[src/source/dsp_settings.svh]
`ifndef DSP_SETTINGS_SVH
`define DSP_SETTINGS_SVH

// converter sample and lane layout.
`define DSP_SAMPLE_W 16
`define DSP_DAC_LANES 16
`define DSP_CAP_LANES 4

// full word widths.
`define DSP_DAC_W (`DSP_DAC_LANES * `DSP_SAMPLE_W)
`define DSP_CAP_W (`DSP_CAP_LANES * `DSP_SAMPLE_W)

// capture memory is 2**DSP_CAP_AW entries deep.
`define DSP_CAP_AW 11

// oscillator.
`define DSP_PHASE_W 32
`define DSP_CORDIC_STAGES 16

`endif
[src/source/dsp_pkg.sv]
`default_nettype none

`include "dsp_settings.svh"

package dsp_pkg;

	typedef logic signed [`DSP_SAMPLE_W-1:0] sample_t; // one converter sample.

	// dac word, raw towards the converters or lane by lane in the selector.
	typedef union packed {
		logic [`DSP_DAC_W-1:0] raw;
		sample_t [`DSP_DAC_LANES-1:0] lane;
	} dac_word_u;

	// capture word, raw adc data or four sample lanes.
	typedef union packed {
		logic [`DSP_CAP_W-1:0] raw;
		sample_t [`DSP_CAP_LANES-1:0] lane;
	} cap_word_u;

	typedef enum logic [2:0] {
		DAC_SQUARE = 3'd0,
		DAC_PHASE = 3'd1,
		DAC_COS = 3'd2,
		DAC_SIN = 3'd3,
		DAC_RAMP = 3'd4 // 5..7 give zero.
	} dac_src_e;

	typedef enum logic [1:0] {
		CAP_ADC = 2'd0,
		CAP_COUNT = 2'd1,
		CAP_COS = 2'd2,
		CAP_SIN = 2'd3
	} cap_src_e;

endpackage

`default_nettype wire

[src/source/dsp_top.sv]
`timescale 1ns/1ps
`default_nettype none

`include "dsp_settings.svh"

module dsp_top (
	input wire logic dspif,
	input wire logic rst_n,
	input wire dsp_pkg::sample_t amp,
	input wire logic [`DSP_PHASE_W-1:0] freq,
	input wire logic [31:0] square_period,
	input wire dsp_pkg::dac_src_e dac_sel,
	input wire dsp_pkg::cap_src_e capture_sel,
	input wire logic capture_restart,
	input wire logic [`DSP_CAP_W-1:0] adc_data,
	output logic [`DSP_DAC_W-1:0] dac_a,
	output logic [`DSP_DAC_W-1:0] dac_b,
	output logic [`DSP_CAP_W-1:0] bram_data,
	output logic [`DSP_CAP_AW-1:0] bram_addr,
	output logic [`DSP_CAP_W/8-1:0] bram_we
);
	import dsp_pkg::*;

	sample_t cos;
	sample_t sin;
	logic [`DSP_SAMPLE_W-1:0] phase;

	tone_generator i_tone (
		.dspif(dspif),
		.rst_n(rst_n),
		.amp(amp),
		.freq(freq),
		.cos(cos),
		.sin(sin),
		.phase(phase)
	);

	dac_pattern_select i_dac (
		.dspif(dspif),
		.rst_n(rst_n),
		.dac_sel(dac_sel),
		.square_period(square_period),
		.cos(cos),
		.sin(sin),
		.phase(phase),
		.dac_a(dac_a),
		.dac_b(dac_b)
	);

	// the capture side sees the same tone as the dacs.
	capture_writer i_cap (
		.dspif(dspif),
		.rst_n(rst_n),
		.capture_sel(capture_sel),
		.capture_restart(capture_restart),
		.adc_data(adc_data),
		.cos(cos),
		.sin(sin),
		.bram_data(bram_data),
		.bram_addr(bram_addr),
		.bram_we(bram_we)
	);

endmodule

`default_nettype wire

[src/source/capture_writer.sv]
`timescale 1ns/1ps
`default_nettype none

`include "dsp_settings.svh"

module capture_writer (
	input wire logic dspif,
	input wire logic rst_n,
	input wire dsp_pkg::cap_src_e capture_sel,
	input wire logic capture_restart,
	input wire logic [`DSP_CAP_W-1:0] adc_data,
	input wire dsp_pkg::sample_t cos,
	input wire dsp_pkg::sample_t sin,
	output logic [`DSP_CAP_W-1:0] bram_data,
	output logic [`DSP_CAP_AW-1:0] bram_addr,
	output logic [`DSP_CAP_W/8-1:0] bram_we
);
	import dsp_pkg::*;

	localparam int SW = `DSP_SAMPLE_W;
	localparam int LANES = `DSP_CAP_LANES;
	localparam int LIDX_W = $clog2(`DSP_CAP_LANES);
	localparam int CNT_W = SW - LIDX_W;
	localparam int WE_W = `DSP_CAP_W / 8;

	logic [`DSP_CAP_AW-1:0] addr_next;
	logic [CNT_W-1:0] cap_cnt;
	cap_word_u next_word;

	// one pass through the memory, then park on the last entry.
	always_comb begin
		if (capture_restart) begin
			addr_next = '0;
		end else if (&bram_addr) begin
			addr_next = bram_addr;
		end else begin
			addr_next = bram_addr + 1'b1;
		end
	end

	always_comb begin
		next_word.raw = adc_data;
		case (capture_sel)
			CAP_ADC: next_word.raw = adc_data;
			CAP_COUNT: begin
				for (int n = 0; n < LANES; n++) begin
					next_word.lane[n] = {cap_cnt, LIDX_W'(n)};
				end
			end
			CAP_COS: begin
				for (int n = 0; n < LANES; n++) begin
					next_word.lane[n] = cos;
				end
			end
			CAP_SIN: begin
				for (int n = 0; n < LANES; n++) begin
					next_word.lane[n] = sin;
				end
			end
		endcase
	end

	always_ff @(posedge dspif or negedge rst_n) begin
		if (!rst_n) begin
			bram_addr <= '0;
			bram_we <= '0;
			bram_data <= '0;
			cap_cnt <= '0;
		end else begin
			bram_addr <= addr_next;
			bram_we <= {WE_W{~&addr_next}}; // no write on the parked address.
			bram_data <= next_word.raw;
			cap_cnt <= cap_cnt + 1'b1;
		end
	end

endmodule

`default_nettype wire

[src/source/dac_pattern_select.sv]
`timescale 1ns/1ps
`default_nettype none

`include "dsp_settings.svh"

module dac_pattern_select (
	input wire logic dspif,
	input wire logic rst_n,
	input wire dsp_pkg::dac_src_e dac_sel,
	input wire logic [31:0] square_period,
	input wire dsp_pkg::sample_t cos,
	input wire dsp_pkg::sample_t sin,
	input wire logic [`DSP_SAMPLE_W-1:0] phase,
	output logic [`DSP_DAC_W-1:0] dac_a,
	output logic [`DSP_DAC_W-1:0] dac_b
);
	import dsp_pkg::*;

	localparam int SW = `DSP_SAMPLE_W;
	localparam int LANES = `DSP_DAC_LANES;
	localparam int LIDX_W = $clog2(`DSP_DAC_LANES);
	localparam int RAMP_W = SW - LIDX_W;

	logic [31:0] sq_cnt;
	logic [1:0] level;
	logic [RAMP_W-1:0] ramp_cnt;
	dac_word_u next_word;
	dac_word_u src_q;

	always_ff @(posedge dspif or negedge rst_n) begin
		if (!rst_n) begin
			sq_cnt <= '0;
			level <= '0;
			ramp_cnt <= '0;
		end else begin
			if (sq_cnt == '0) begin
				sq_cnt <= square_period;
				level <= level + 2'd1; // next staircase step.
			end else begin
				sq_cnt <= sq_cnt - 32'd1;
			end
			ramp_cnt <= ramp_cnt + 1'b1;
		end
	end

	always_comb begin
		next_word.raw = '0;
		case (dac_sel)
			DAC_SQUARE: begin
				for (int n = 0; n < LANES; n++) begin
					next_word.lane[n] = {level[1], {(SW-1){level[0]}}};
				end
			end
			DAC_PHASE: begin
				for (int n = 0; n < LANES; n++) begin
					next_word.lane[n] = phase;
				end
			end
			DAC_COS: begin
				for (int n = 0; n < LANES; n++) begin
					next_word.lane[n] = cos;
				end
			end
			DAC_SIN: begin
				for (int n = 0; n < LANES; n++) begin
					next_word.lane[n] = sin;
				end
			end
			DAC_RAMP: begin
				for (int n = 0; n < LANES; n++) begin
					next_word.lane[n] = {ramp_cnt, LIDX_W'(n)}; // lane tag in low bits.
				end
			end
			default: next_word.raw = '0;
		endcase
	end

	always_ff @(posedge dspif or negedge rst_n) begin
		if (!rst_n) begin
			src_q <= '0;
			dac_a <= '0;
			dac_b <= '0;
		end else begin
			src_q <= next_word;
			dac_a <= src_q.raw; // one copy per converter.
			dac_b <= src_q.raw;
		end
	end

endmodule

`default_nettype wire

[src/source/tone_generator.sv]
`timescale 1ns/1ps
`default_nettype none

`include "dsp_settings.svh"

module tone_generator (
	input wire logic dspif,
	input wire logic rst_n,
	input wire dsp_pkg::sample_t amp,
	input wire logic [`DSP_PHASE_W-1:0] freq,
	output dsp_pkg::sample_t cos,
	output dsp_pkg::sample_t sin,
	output logic [`DSP_SAMPLE_W-1:0] phase
);
	import dsp_pkg::*;

	localparam int PW = `DSP_PHASE_W;
	localparam int SW = `DSP_SAMPLE_W;
	localparam int AW = `DSP_SAMPLE_W + 1; // angle bits into the rotator.

	logic [PW-1:0] freq_q;
	logic [PW-1:0] acc;
	sample_t cos_w;
	sample_t sin_w;

	always_ff @(posedge dspif or negedge rst_n) begin
		if (!rst_n) begin
			freq_q <= '0;
			acc <= '0;
			phase <= '0;
			cos <= '0;
			sin <= '0;
		end else begin
			freq_q <= freq;
			acc <= acc + freq_q; // wraps once per output period.
			phase <= acc[PW-1 -: SW];
			cos <= cos_w;
			sin <= sin_w;
		end
	end

	cordic_rotator i_cordic (
		.dspif(dspif),
		.rst_n(rst_n),
		.x_in(amp),
		.phase_in(acc[PW-1 -: AW]),
		.x_out(cos_w),
		.y_out(sin_w)
	);

endmodule

`default_nettype wire

[src/source/cordic_rotator.sv]
`timescale 1ns/1ps
`default_nettype none

`include "dsp_settings.svh"

module cordic_rotator (
	input wire logic dspif,
	input wire logic rst_n,
	input wire dsp_pkg::sample_t x_in,
	input wire logic [`DSP_SAMPLE_W:0] phase_in,
	output dsp_pkg::sample_t x_out,
	output dsp_pkg::sample_t y_out
);
	import dsp_pkg::*;

	localparam int SW = `DSP_SAMPLE_W;
	localparam int PW = `DSP_SAMPLE_W + 1;
	localparam int STAGES = `DSP_CORDIC_STAGES;
	localparam int FRAC = 3; // fraction bits kept through the stages.
	localparam int IW = SW + 3 + FRAC; // room for the cordic gain of 1.647.
	localparam int ZFRAC = 3;
	localparam int ZW = PW + ZFRAC; // 2**ZW is one full turn.
	localparam int KSH = 16 + FRAC;
	localparam logic signed [17:0] K_GAIN = 18'sd39797; // 0.60725 in q16.
	localparam logic signed [IW+17:0] RND = 1 <<< (KSH - 1);
	localparam int S_MAX = 2 ** (SW - 1) - 1;
	localparam int S_MIN = -(2 ** (SW - 1));
	localparam real PI = 3.141592653589793;

	function automatic logic [STAGES*ZW-1:0] atan_table();
		logic [STAGES*ZW-1:0] tab;
		real ang;
		tab = '0;
		for (int s = 0; s < STAGES; s++) begin
			ang = $atan(1.0 / (2.0 ** s)) * (2.0 ** ZW) / (2.0 * PI);
			tab[s*ZW +: ZW] = ZW'($rtoi(ang + 0.5));
		end
		return tab;
	endfunction

	// removes the cordic gain, drops the fraction and saturates.
	function automatic sample_t scale_out(input logic signed [IW-1:0] v);
		logic signed [IW+17:0] prod;
		logic signed [IW+17:0] q;
		prod = v * K_GAIN;
		q = (prod + RND) >>> KSH;
		if (q > S_MAX) begin
			return sample_t'(S_MAX);
		end
		if (q < S_MIN) begin
			return sample_t'(S_MIN);
		end
		return q[SW-1:0];
	endfunction

	localparam logic [STAGES*ZW-1:0] ATAN_TAB = atan_table();

	logic signed [IW-1:0] x_ext;
	logic signed [IW-1:0] xs [0:STAGES];
	logic signed [IW-1:0] ys [0:STAGES];
	logic signed [ZW-1:0] zs [0:STAGES];

	assign x_ext = {{(IW-SW-FRAC){x_in[SW-1]}}, x_in, {FRAC{1'b0}}};

	always_ff @(posedge dspif or negedge rst_n) begin
		if (!rst_n) begin
			for (int s = 0; s <= STAGES; s++) begin
				xs[s] <= '0;
				ys[s] <= '0;
				zs[s] <= '0;
			end
		end else begin
			// quarter-turn pre-rotation, residual angle below 90 degrees.
			case (phase_in[PW-1:PW-2])
				2'd0: begin
					xs[0] <= x_ext;
					ys[0] <= '0;
				end
				2'd1: begin
					xs[0] <= '0;
					ys[0] <= x_ext;
				end
				2'd2: begin
					xs[0] <= -x_ext;
					ys[0] <= '0;
				end
				default: begin
					xs[0] <= '0;
					ys[0] <= -x_ext;
				end
			endcase
			zs[0] <= {2'b00, phase_in[PW-3:0], {ZFRAC{1'b0}}};
			for (int s = 0; s < STAGES; s++) begin
				if (!zs[s][ZW-1]) begin // residual positive, turn forward.
					xs[s+1] <= xs[s] - (ys[s] >>> s);
					ys[s+1] <= ys[s] + (xs[s] >>> s);
					zs[s+1] <= zs[s] - $signed(ATAN_TAB[s*ZW +: ZW]);
				end else begin
					xs[s+1] <= xs[s] + (ys[s] >>> s);
					ys[s+1] <= ys[s] - (xs[s] >>> s);
					zs[s+1] <= zs[s] + $signed(ATAN_TAB[s*ZW +: ZW]);
				end
			end
		end
	end

	always_ff @(posedge dspif or negedge rst_n) begin
		if (!rst_n) begin
			x_out <= '0;
			y_out <= '0;
		end else begin
			x_out <= scale_out(xs[STAGES]);
			y_out <= scale_out(ys[STAGES]);
		end
	end

endmodule

`default_nettype wire

[config.mk]
export PLATFORM = sky130hd
export DESIGN_NAME = dsp_top
export DESIGN_NICKNAME = d
export VERILOG_FILES = /design/src/source/dsp_pkg.sv /design/src/source/dsp_top.sv /design/src/source/capture_writer.sv /design/src/source/dac_pattern_select.sv /design/src/source/tone_generator.sv /design/src/source/cordic_rotator.sv
export VERILOG_INCLUDE_DIRS = /design/src /design/src/source
export SDC_FILE = /design/constraint.sdc
export NUM_CORES = 2
export LEC_CHECK = 0
export ABC_AREA = 0
export ABC_CLOCK_PERIOD_IN_PS = 7200
export BUFFER_PORTS_ARGS = -buffer_cell sky130_fd_sc_hd__buf_2
export CELL_PAD_IN_SITES_DETAIL_PLACEMENT = 1
export CELL_PAD_IN_SITES_GLOBAL_PLACEMENT = 1
export CORE_UTILIZATION = 44
export CTS_CLUSTER_DIAMETER = 100
export DETAILED_ROUTE_END_ITERATION = 6
export HOLD_SLACK_MARGIN = 0.12
export PLACE_DENSITY_LB_ADDON = 0.1
export SETUP_SLACK_MARGIN = 0.4
export SLEW_MARGIN = 20
export SYNTH_ARGS = -nofsm -noshare
export SYNTH_HDL_FRONTEND = slang
export SYNTH_SLANG_ARGS = --single-unit
export TNS_END_PERCENT = 10
[constraint.sdc]
create_clock -name dspif -period 7.2 [get_ports dspif]
set_clock_uncertainty 0.15 [all_clocks]
set_input_delay 1.08 -clock dspif [delete_from_list [all_inputs] [get_ports dspif]]
set_output_delay 1.08 -clock dspif [all_outputs]
set_load 0.01 [all_outputs]
Yosys cells after proc, flatten, opt, wreduce, memory -nomap -nowiden:

Cells that the tools add are included.

* flip-flop bits (word level): 1854
* bits in latches: 0
* RAM bits: 0
* bits in read-only memories: 0
* input bits: 152
* output and inout bits: 595
* word-level logic and storage cells: 254
* memories kept: 0

* $add $sub $neg: 100
* $mul: 2
* div/mod/pow operators: 0
* magnitude comparators: 4
* equality and inequality tests: 9
* shift-type cells: 0
* mux-type cells: 65
* bitwise operators: 0
* reductions and logical operators: 8

Operators by type and width (number)
* one-hot mux 256 bit (5 select lines): 1
* 2-to-1 mux 22 bit: 30
* 2-to-1 mux 20 bit: 14
* one-hot mux 64 bit (4 select lines): 1
* 2-to-1 mux 16 bit: 8
* one-hot mux 22 bit (2 select lines): 2
* adder 39 x 20 -> 40 bit, second input constant: 2
* multiplier 22 x 17 -> 39 bit, second input constant: 2
* adder 22 x 10 -> 22 bit: 2
* adder 22 x 11 -> 22 bit: 2
* adder 22 x 12 -> 22 bit: 2
* adder 22 x 13 -> 22 bit: 2
* adder 22 x 14 -> 22 bit: 2
* adder 22 x 15 -> 22 bit: 2
* adder 22 x 16 -> 22 bit: 2
* adder 22 x 17 -> 22 bit: 2
* adder 22 x 18 -> 22 bit: 2
* adder 22 x 19 -> 22 bit: 2
* adder 22 x 20 -> 22 bit: 2
* adder 22 x 21 -> 22 bit: 2
* adder 22 x 7 -> 22 bit: 2
* adder 22 x 8 -> 22 bit: 2
* adder 22 x 9 -> 22 bit: 2
* subtractor 22 x 10 -> 22 bit: 2
* other kinds (68): 96

Longest topological paths before layout:

* word-level depth: 7
* depth in mapped cells: 25
* gate-level depth less buffers: 24

By module:

A second synthesis with hierarchy kept.

* cell total of the unflattened synthesis: 10805
* area total of the unflattened synthesis: 104161.1 um2

By module, submodules not included
* cordic_rotator: instances 1, cells an instance 9284, area each 88204.6 um2, seq. area each 26125.1 um2
* dac_pattern_select: instances 1, cells an instance 852, area each 7688.6 um2, seq. area each 2152.1 um2
* tone_generator: instances 1, cells an instance 348, area each 4494.3 um2, seq. area each 2802.7 um2
* capture_writer: instances 1, cells an instance 321, area each 3773.6 um2, seq. area each 2252.2 um2

Worst setup path after synthesis:

No wires, ideal clock.

* kind: register to register
* from: reg i_tone.i_cordic.xs[15] (netlist name)
* to: reg i_tone.i_cordic.x_out[10]
* setup time: 0.136 ns
* arrival time: 6.577 ns
* data required time: 6.914 ns
* path slack: 0.337 ns
* cell stages (with the launch flop): 24
* buffers on the path: 1
* clock period less this slack: 6.863 ns
* cells stage by stage: dfrtp_1 -> ha_1 -> inv_1 -> fa_1 -> fa_1 -> inv_1 -> fa_1 -> fa_1 -> inv_1 -> fa_1 -> inv_1 -> ha_1 -> a21o_1 -> a21o_1 -> nor3_1 -> a21boi_0 -> nor3_1 -> o211ai_1 -> nand3_1 -> a41oi_1 -> a2111oi_0 -> a211oi_1 -> clkbuf_1 -> nor3_1

* word-level cells in the longest chain between the ends: 7
* elaborated cells between the ends (all ways): 10
* those cells by class: add/sub: 1; mul: 1; order compare: 2; mux: 6

RTL lines
* from (decl): RTL line cordic_rotator.sv:59 `logic signed [IW-1:0] xs [0:STAGES];`
* from (signal, indexed assignment): RTL line cordic_rotator.sv:95 `xs[s+1] <= xs[s] - (ys[s] >>> s);`
* from (signal, indexed assignment): RTL line cordic_rotator.sv:99 `xs[s+1] <= xs[s] + (ys[s] >>> s);`
* multiplier 22 x 17 -> 39 bit *: RTL line cordic_rotator.sv:45 `prod = v * K_GAIN;`
* adder 39 x 20 -> 40 bit *: RTL line cordic_rotator.sv:46 `q = (prod + RND) >>> KSH;`
* < comparator 21 x 16 -> 1 bit: RTL line cordic_rotator.sv:50 `if (q < S_MIN) begin`
* 2-to-1 mux 1 bit (2 in a row): RTL line cordic_rotator.sv:50
* 2-to-1 mux 16 bit: RTL line cordic_rotator.sv:53 `return q[SW-1:0];`
* 2-to-1 mux 16 bit *: RTL line cordic_rotator.sv:50
* to (signal assigned): RTL line cordic_rotator.sv:112 `x_out <= scale_out(xs[STAGES]);`
* to (decl): RTL line cordic_rotator.sv:11 `output dsp_pkg::sample_t x_out,`

Mark *: on every way between the ends. The rest lies on a longest branch, timed or not. The select of a mux whose other input is x is not followed.
A chain may end at the register's enable or synchronous reset.

Worst setup path after layout:

* from: reg i_tone.i_cordic.xs[10] (netlist name)
* to: reg i_tone.i_cordic.x_out[1]

The elaborated chain is that of the path after synthesis.

==> flow_metrics.tcl <==
set metrics [dict create \
    status "finished clean" \
    cts-root-buf "clkbuf_16" \
    tritoncts "done" \
    syn_area_per_cell_um2 9.54 \
    die_area_um2 238000 \
    final_layout_size_suffix_gt1_share_pct 12.1 \
    cp-end-kind "flop" \
    dieHeight_um 488 \
    number_of_antenna_violations_at_the_first_check_in_global_routing 15 \
    dp.final_hpwl_um 234000 \
    first_pass_grt_wire_length_um 462000 \
    netlist-cell-type-count 82 \
    setup.reg_to_reg.worst_slack_ns 0.53 \
    setup_viol_count_final 0 \
    chipWidth_um 488 \
    cap_viol_max_count 0 \
    critical-path-slowest-cell "fa_1" \
    detail_routed_via_count_per_cell 5.37 \
    cts.sinks 1318 \
    postSynthCellCount 10900 \
    crit_path_max_delay_family "adder cells" \
    synth_largest_type_area_fraction_pct 31.8 \
    initial_core_util_pct 44.4 \
    leading_register_cell_type_out_of_synthesis "dfrtp_1" \
    area_growth_pct 10.5 \
    rsz0062_at_grt "true" \
    htree_levels 4 \
    path_max_fanout 15 \
    synth.most_common_cell "dfrtp_1" \
    synth-edff-count 0 \
    synthesis.nets 12700 \
    worst_slew_pin_slew_ns 1.09 \
    critical_path.startpoint_type "flop" \
    achievable_frequency_mhz 150 \
    fillers 26500 \
    hold_class "flop to flop" \
    ys_top_cells_by_count "dfrtp_1, ha_1, inv_1" \
    cts_made_buffers 162 \
    placementRows 177 \
    layout_setup_ws_ns 0.528 \
    synthTopCellsByArea "dfrtp_1, ha_1, fa_1, xnor2_1, inv_1" \
    layout.nets 13100 \
    count_of_vias_placed_by_the_detailed_router 78300 \
    cp_common_cell "fa_1" \
    drv_slew 0 \
    ys_warn_count 0 \
    first_global_vias 83700 \
    layout_worst_path_cycle_share_pct 92.7 \
    worst_setup_hold_path_clk_slew_ns 0.06 \
    gr-usage-all-layers_pct 24.2 \
    ant_nets 0 \
    numPortBuffers 746 \
    drt_drc_violations_left 0 \
    period_minus_slack_ns 6.67 \
    relSlewSlack_pct 27.0 \
    path_class "flop to flop" \
    synth-seq-cells 1318 \
    postSynth.asyncResetShare_pct 100 \
    worstPathArrival_ns 7.25 \
    timing.critical_path.buf_inv 8 \
    buffer_depth_of_the_longest_clock_path 3 \
    clk_latency_ns 0.82 \
    wirelength_um 288000 \
    ios 747 \
    dr.first_iter.drc_count 3308 \
    floorplan_core_area_um2 234000 \
    synth.largest_area_cell "dfrtp_1" \
    pin_count_of_the_biggest_net_entering_global_routing 168 \
    final-hold-violation-count 0 \
    worst_ep_required_time_ns 7.78 \
    globalplace.congestion 0.885 \
    detailed_routing_iterations_pass_1 5 \
    overflow_after_grt 0 \
    syn_area_um2 104000 \
    slowest_delay_ns 0.55 \
    routedWlPerCell_um 19.8 \
    post-place-ws_ns -0.563 \
    register_area_share_after_synthesis_pct 31.8 \
]
through the flow:
| step | setup TNS, ns | hold slack [ns] | instances | instance area, um2 | utilization (%) |
|---|---|---|---|---|---|
| after floorplan | 0 | 0.181 | 10900 | 104000 | - |
| after global placement | -5.44 | 0.183 | 14200 | 108000 | 46.3 |
| after detailed placement | -8.09 | 0.186 | 14200 | 108000 | 46.3 |
| after CTS | 0 | 0.131 | 14500 | 114000 | 48.9 |
| after global routing | 0 | 0.144 | 14600 | 115000 | 49.1 |
| final | 0 | 0.197 | 14600 | 115000 | 49.1 |
final cells by class:
| cell class | instances | area [um2] | area share (%) |
|---|---|---|---|
| Antenna cell | 13 | 32.5 | 0.0283 |
| Clock buffer | 214 | 4590 | 4.00 |
| Clock inverter | 82 | 1200 | 1.04 |
| Inverter | 1069 | 4010 | 3.50 |
| Multi-Input combinational cell | 7857 | 63000 | 54.9 |
| Sequential cell | 1318 | 33000 | 28.8 |
| Tap cell | 3132 | 3920 | 3.41 |
| Timing Repair Buffer | 892 | 4980 | 4.34 |
layout by cell type (no fill, tap or decap), types with 34 or more instances in the layout:
cell type	n
nand4_1	34
a31oi_1	86
mux2_2	47
and3_1	84
o21a_1	122
o21ai_0	410
mux2i_1	54
a21boi_0	49
a21o_1	307
and2_1	45
o21bai_1	121
inv_1	1064
xor2_1	380
ha_1	1264
fa_1	377
nor3_1	358
nor4_1	62
a211oi_1	89
nand2_1	450
a21oi_1	763
buf_2	745
nor2_1	876
nor2b_1	115
xnor2_1	815
buf_4	133
nand2b_1	97
dfrtp_1	1294
or3_1	66
nand3_1	205
o41ai_1	43
o211ai_1	39
clkbuf_16	163
cell families after synthesis:
group / synth area share [%]
and+or+nand+nor: 11.6
AOI/OAI and AO/OA: 14.5
buffers and inverters: 8.00
adders and majority gates: 22.8
DFF: 31.8
xor gates and xnor gates: 10.1
muxes: 1.27
other: 0.00361
worst paths after layout:
kind | start | end | cells after the start
setup / recovery | i_tone.i_cordic.xs[10] | i_tone.i_cordic.x_out[1] | 26
hold / removal | i_dac.src_q[253] | i_dac.dac_a[253] | 0
setup reg to reg | i_tone.i_cordic.xs[10] | i_tone.i_cordic.x_out[1] | 26
hold reg to reg | i_dac.src_q[253] | i_dac.dac_a[253] | 0
max in group asynchronous | rst_n | i_dac.sq_cnt[26] | 3
min in group asynchronous | rst_n | i_tone.i_cordic.ys[63] | 2
routing by layer:
metal | routed length (um) | part of all wire (%) | GRT usage [%]
met5 | 52 | 0.018 | 0
met4 | 5290 | 1.8 | 4.98
met3 | 8230 | 2.9 | 2.95
met2 | 141000 | 49 | 41.9
met1 | 134000 | 46 | 32.3
flip-flops by register name, summed over array words and instances (netlist names), 20 cells and up:
register / cells
i_tone.acc: 32
i_tone.i_cordic.zs: 269
i_dac.src_q: 20
i_tone.freq_q: 32
i_tone.i_cordic.ys: 366
i_dac.sq_cnt: 32
i_cap.bram_data: 64
i_tone.i_cordic.xs: 363
i_dac.dac_a: 20
worst register-to-register path: stages, from the launching register on:
cell and delay (ns):
dfrtp_2 0.47, ha_1 0.30, inv_1 0.06, fa_1 0.55, fa_1 0.44, fa_1 0.50, inv_1 0.06, fa_1 0.53
inv_1 0.05, fa_1 0.53, inv_1 0.05, ha_1 0.31, a21o_1 0.20, a21oi_2 0.16, a211oi_2 0.10, buf_4 0.17
a21boi_4 0.21, nor3_4 0.09, buf_4 0.15, o21a_1 0.21, o31ai_2 0.24, o211ai_1 0.19, buf_4 0.19, a2111oi_4 0.22
a211oi_2 0.14, buf_12 0.18, nor3_4 0.19
timing repair:
item	4_1_cts	5_1_grt
pin swaps	10	29
endpoints found under the hold margin	7	0
setup buffers	5	27
hold buffers	1	0
setup endpoints to repair	30	30
gates resized for setup	28	73
Power is not shown: default switching activity piles up to over one toggle a cycle in this logic, so the estimate is an artifact.
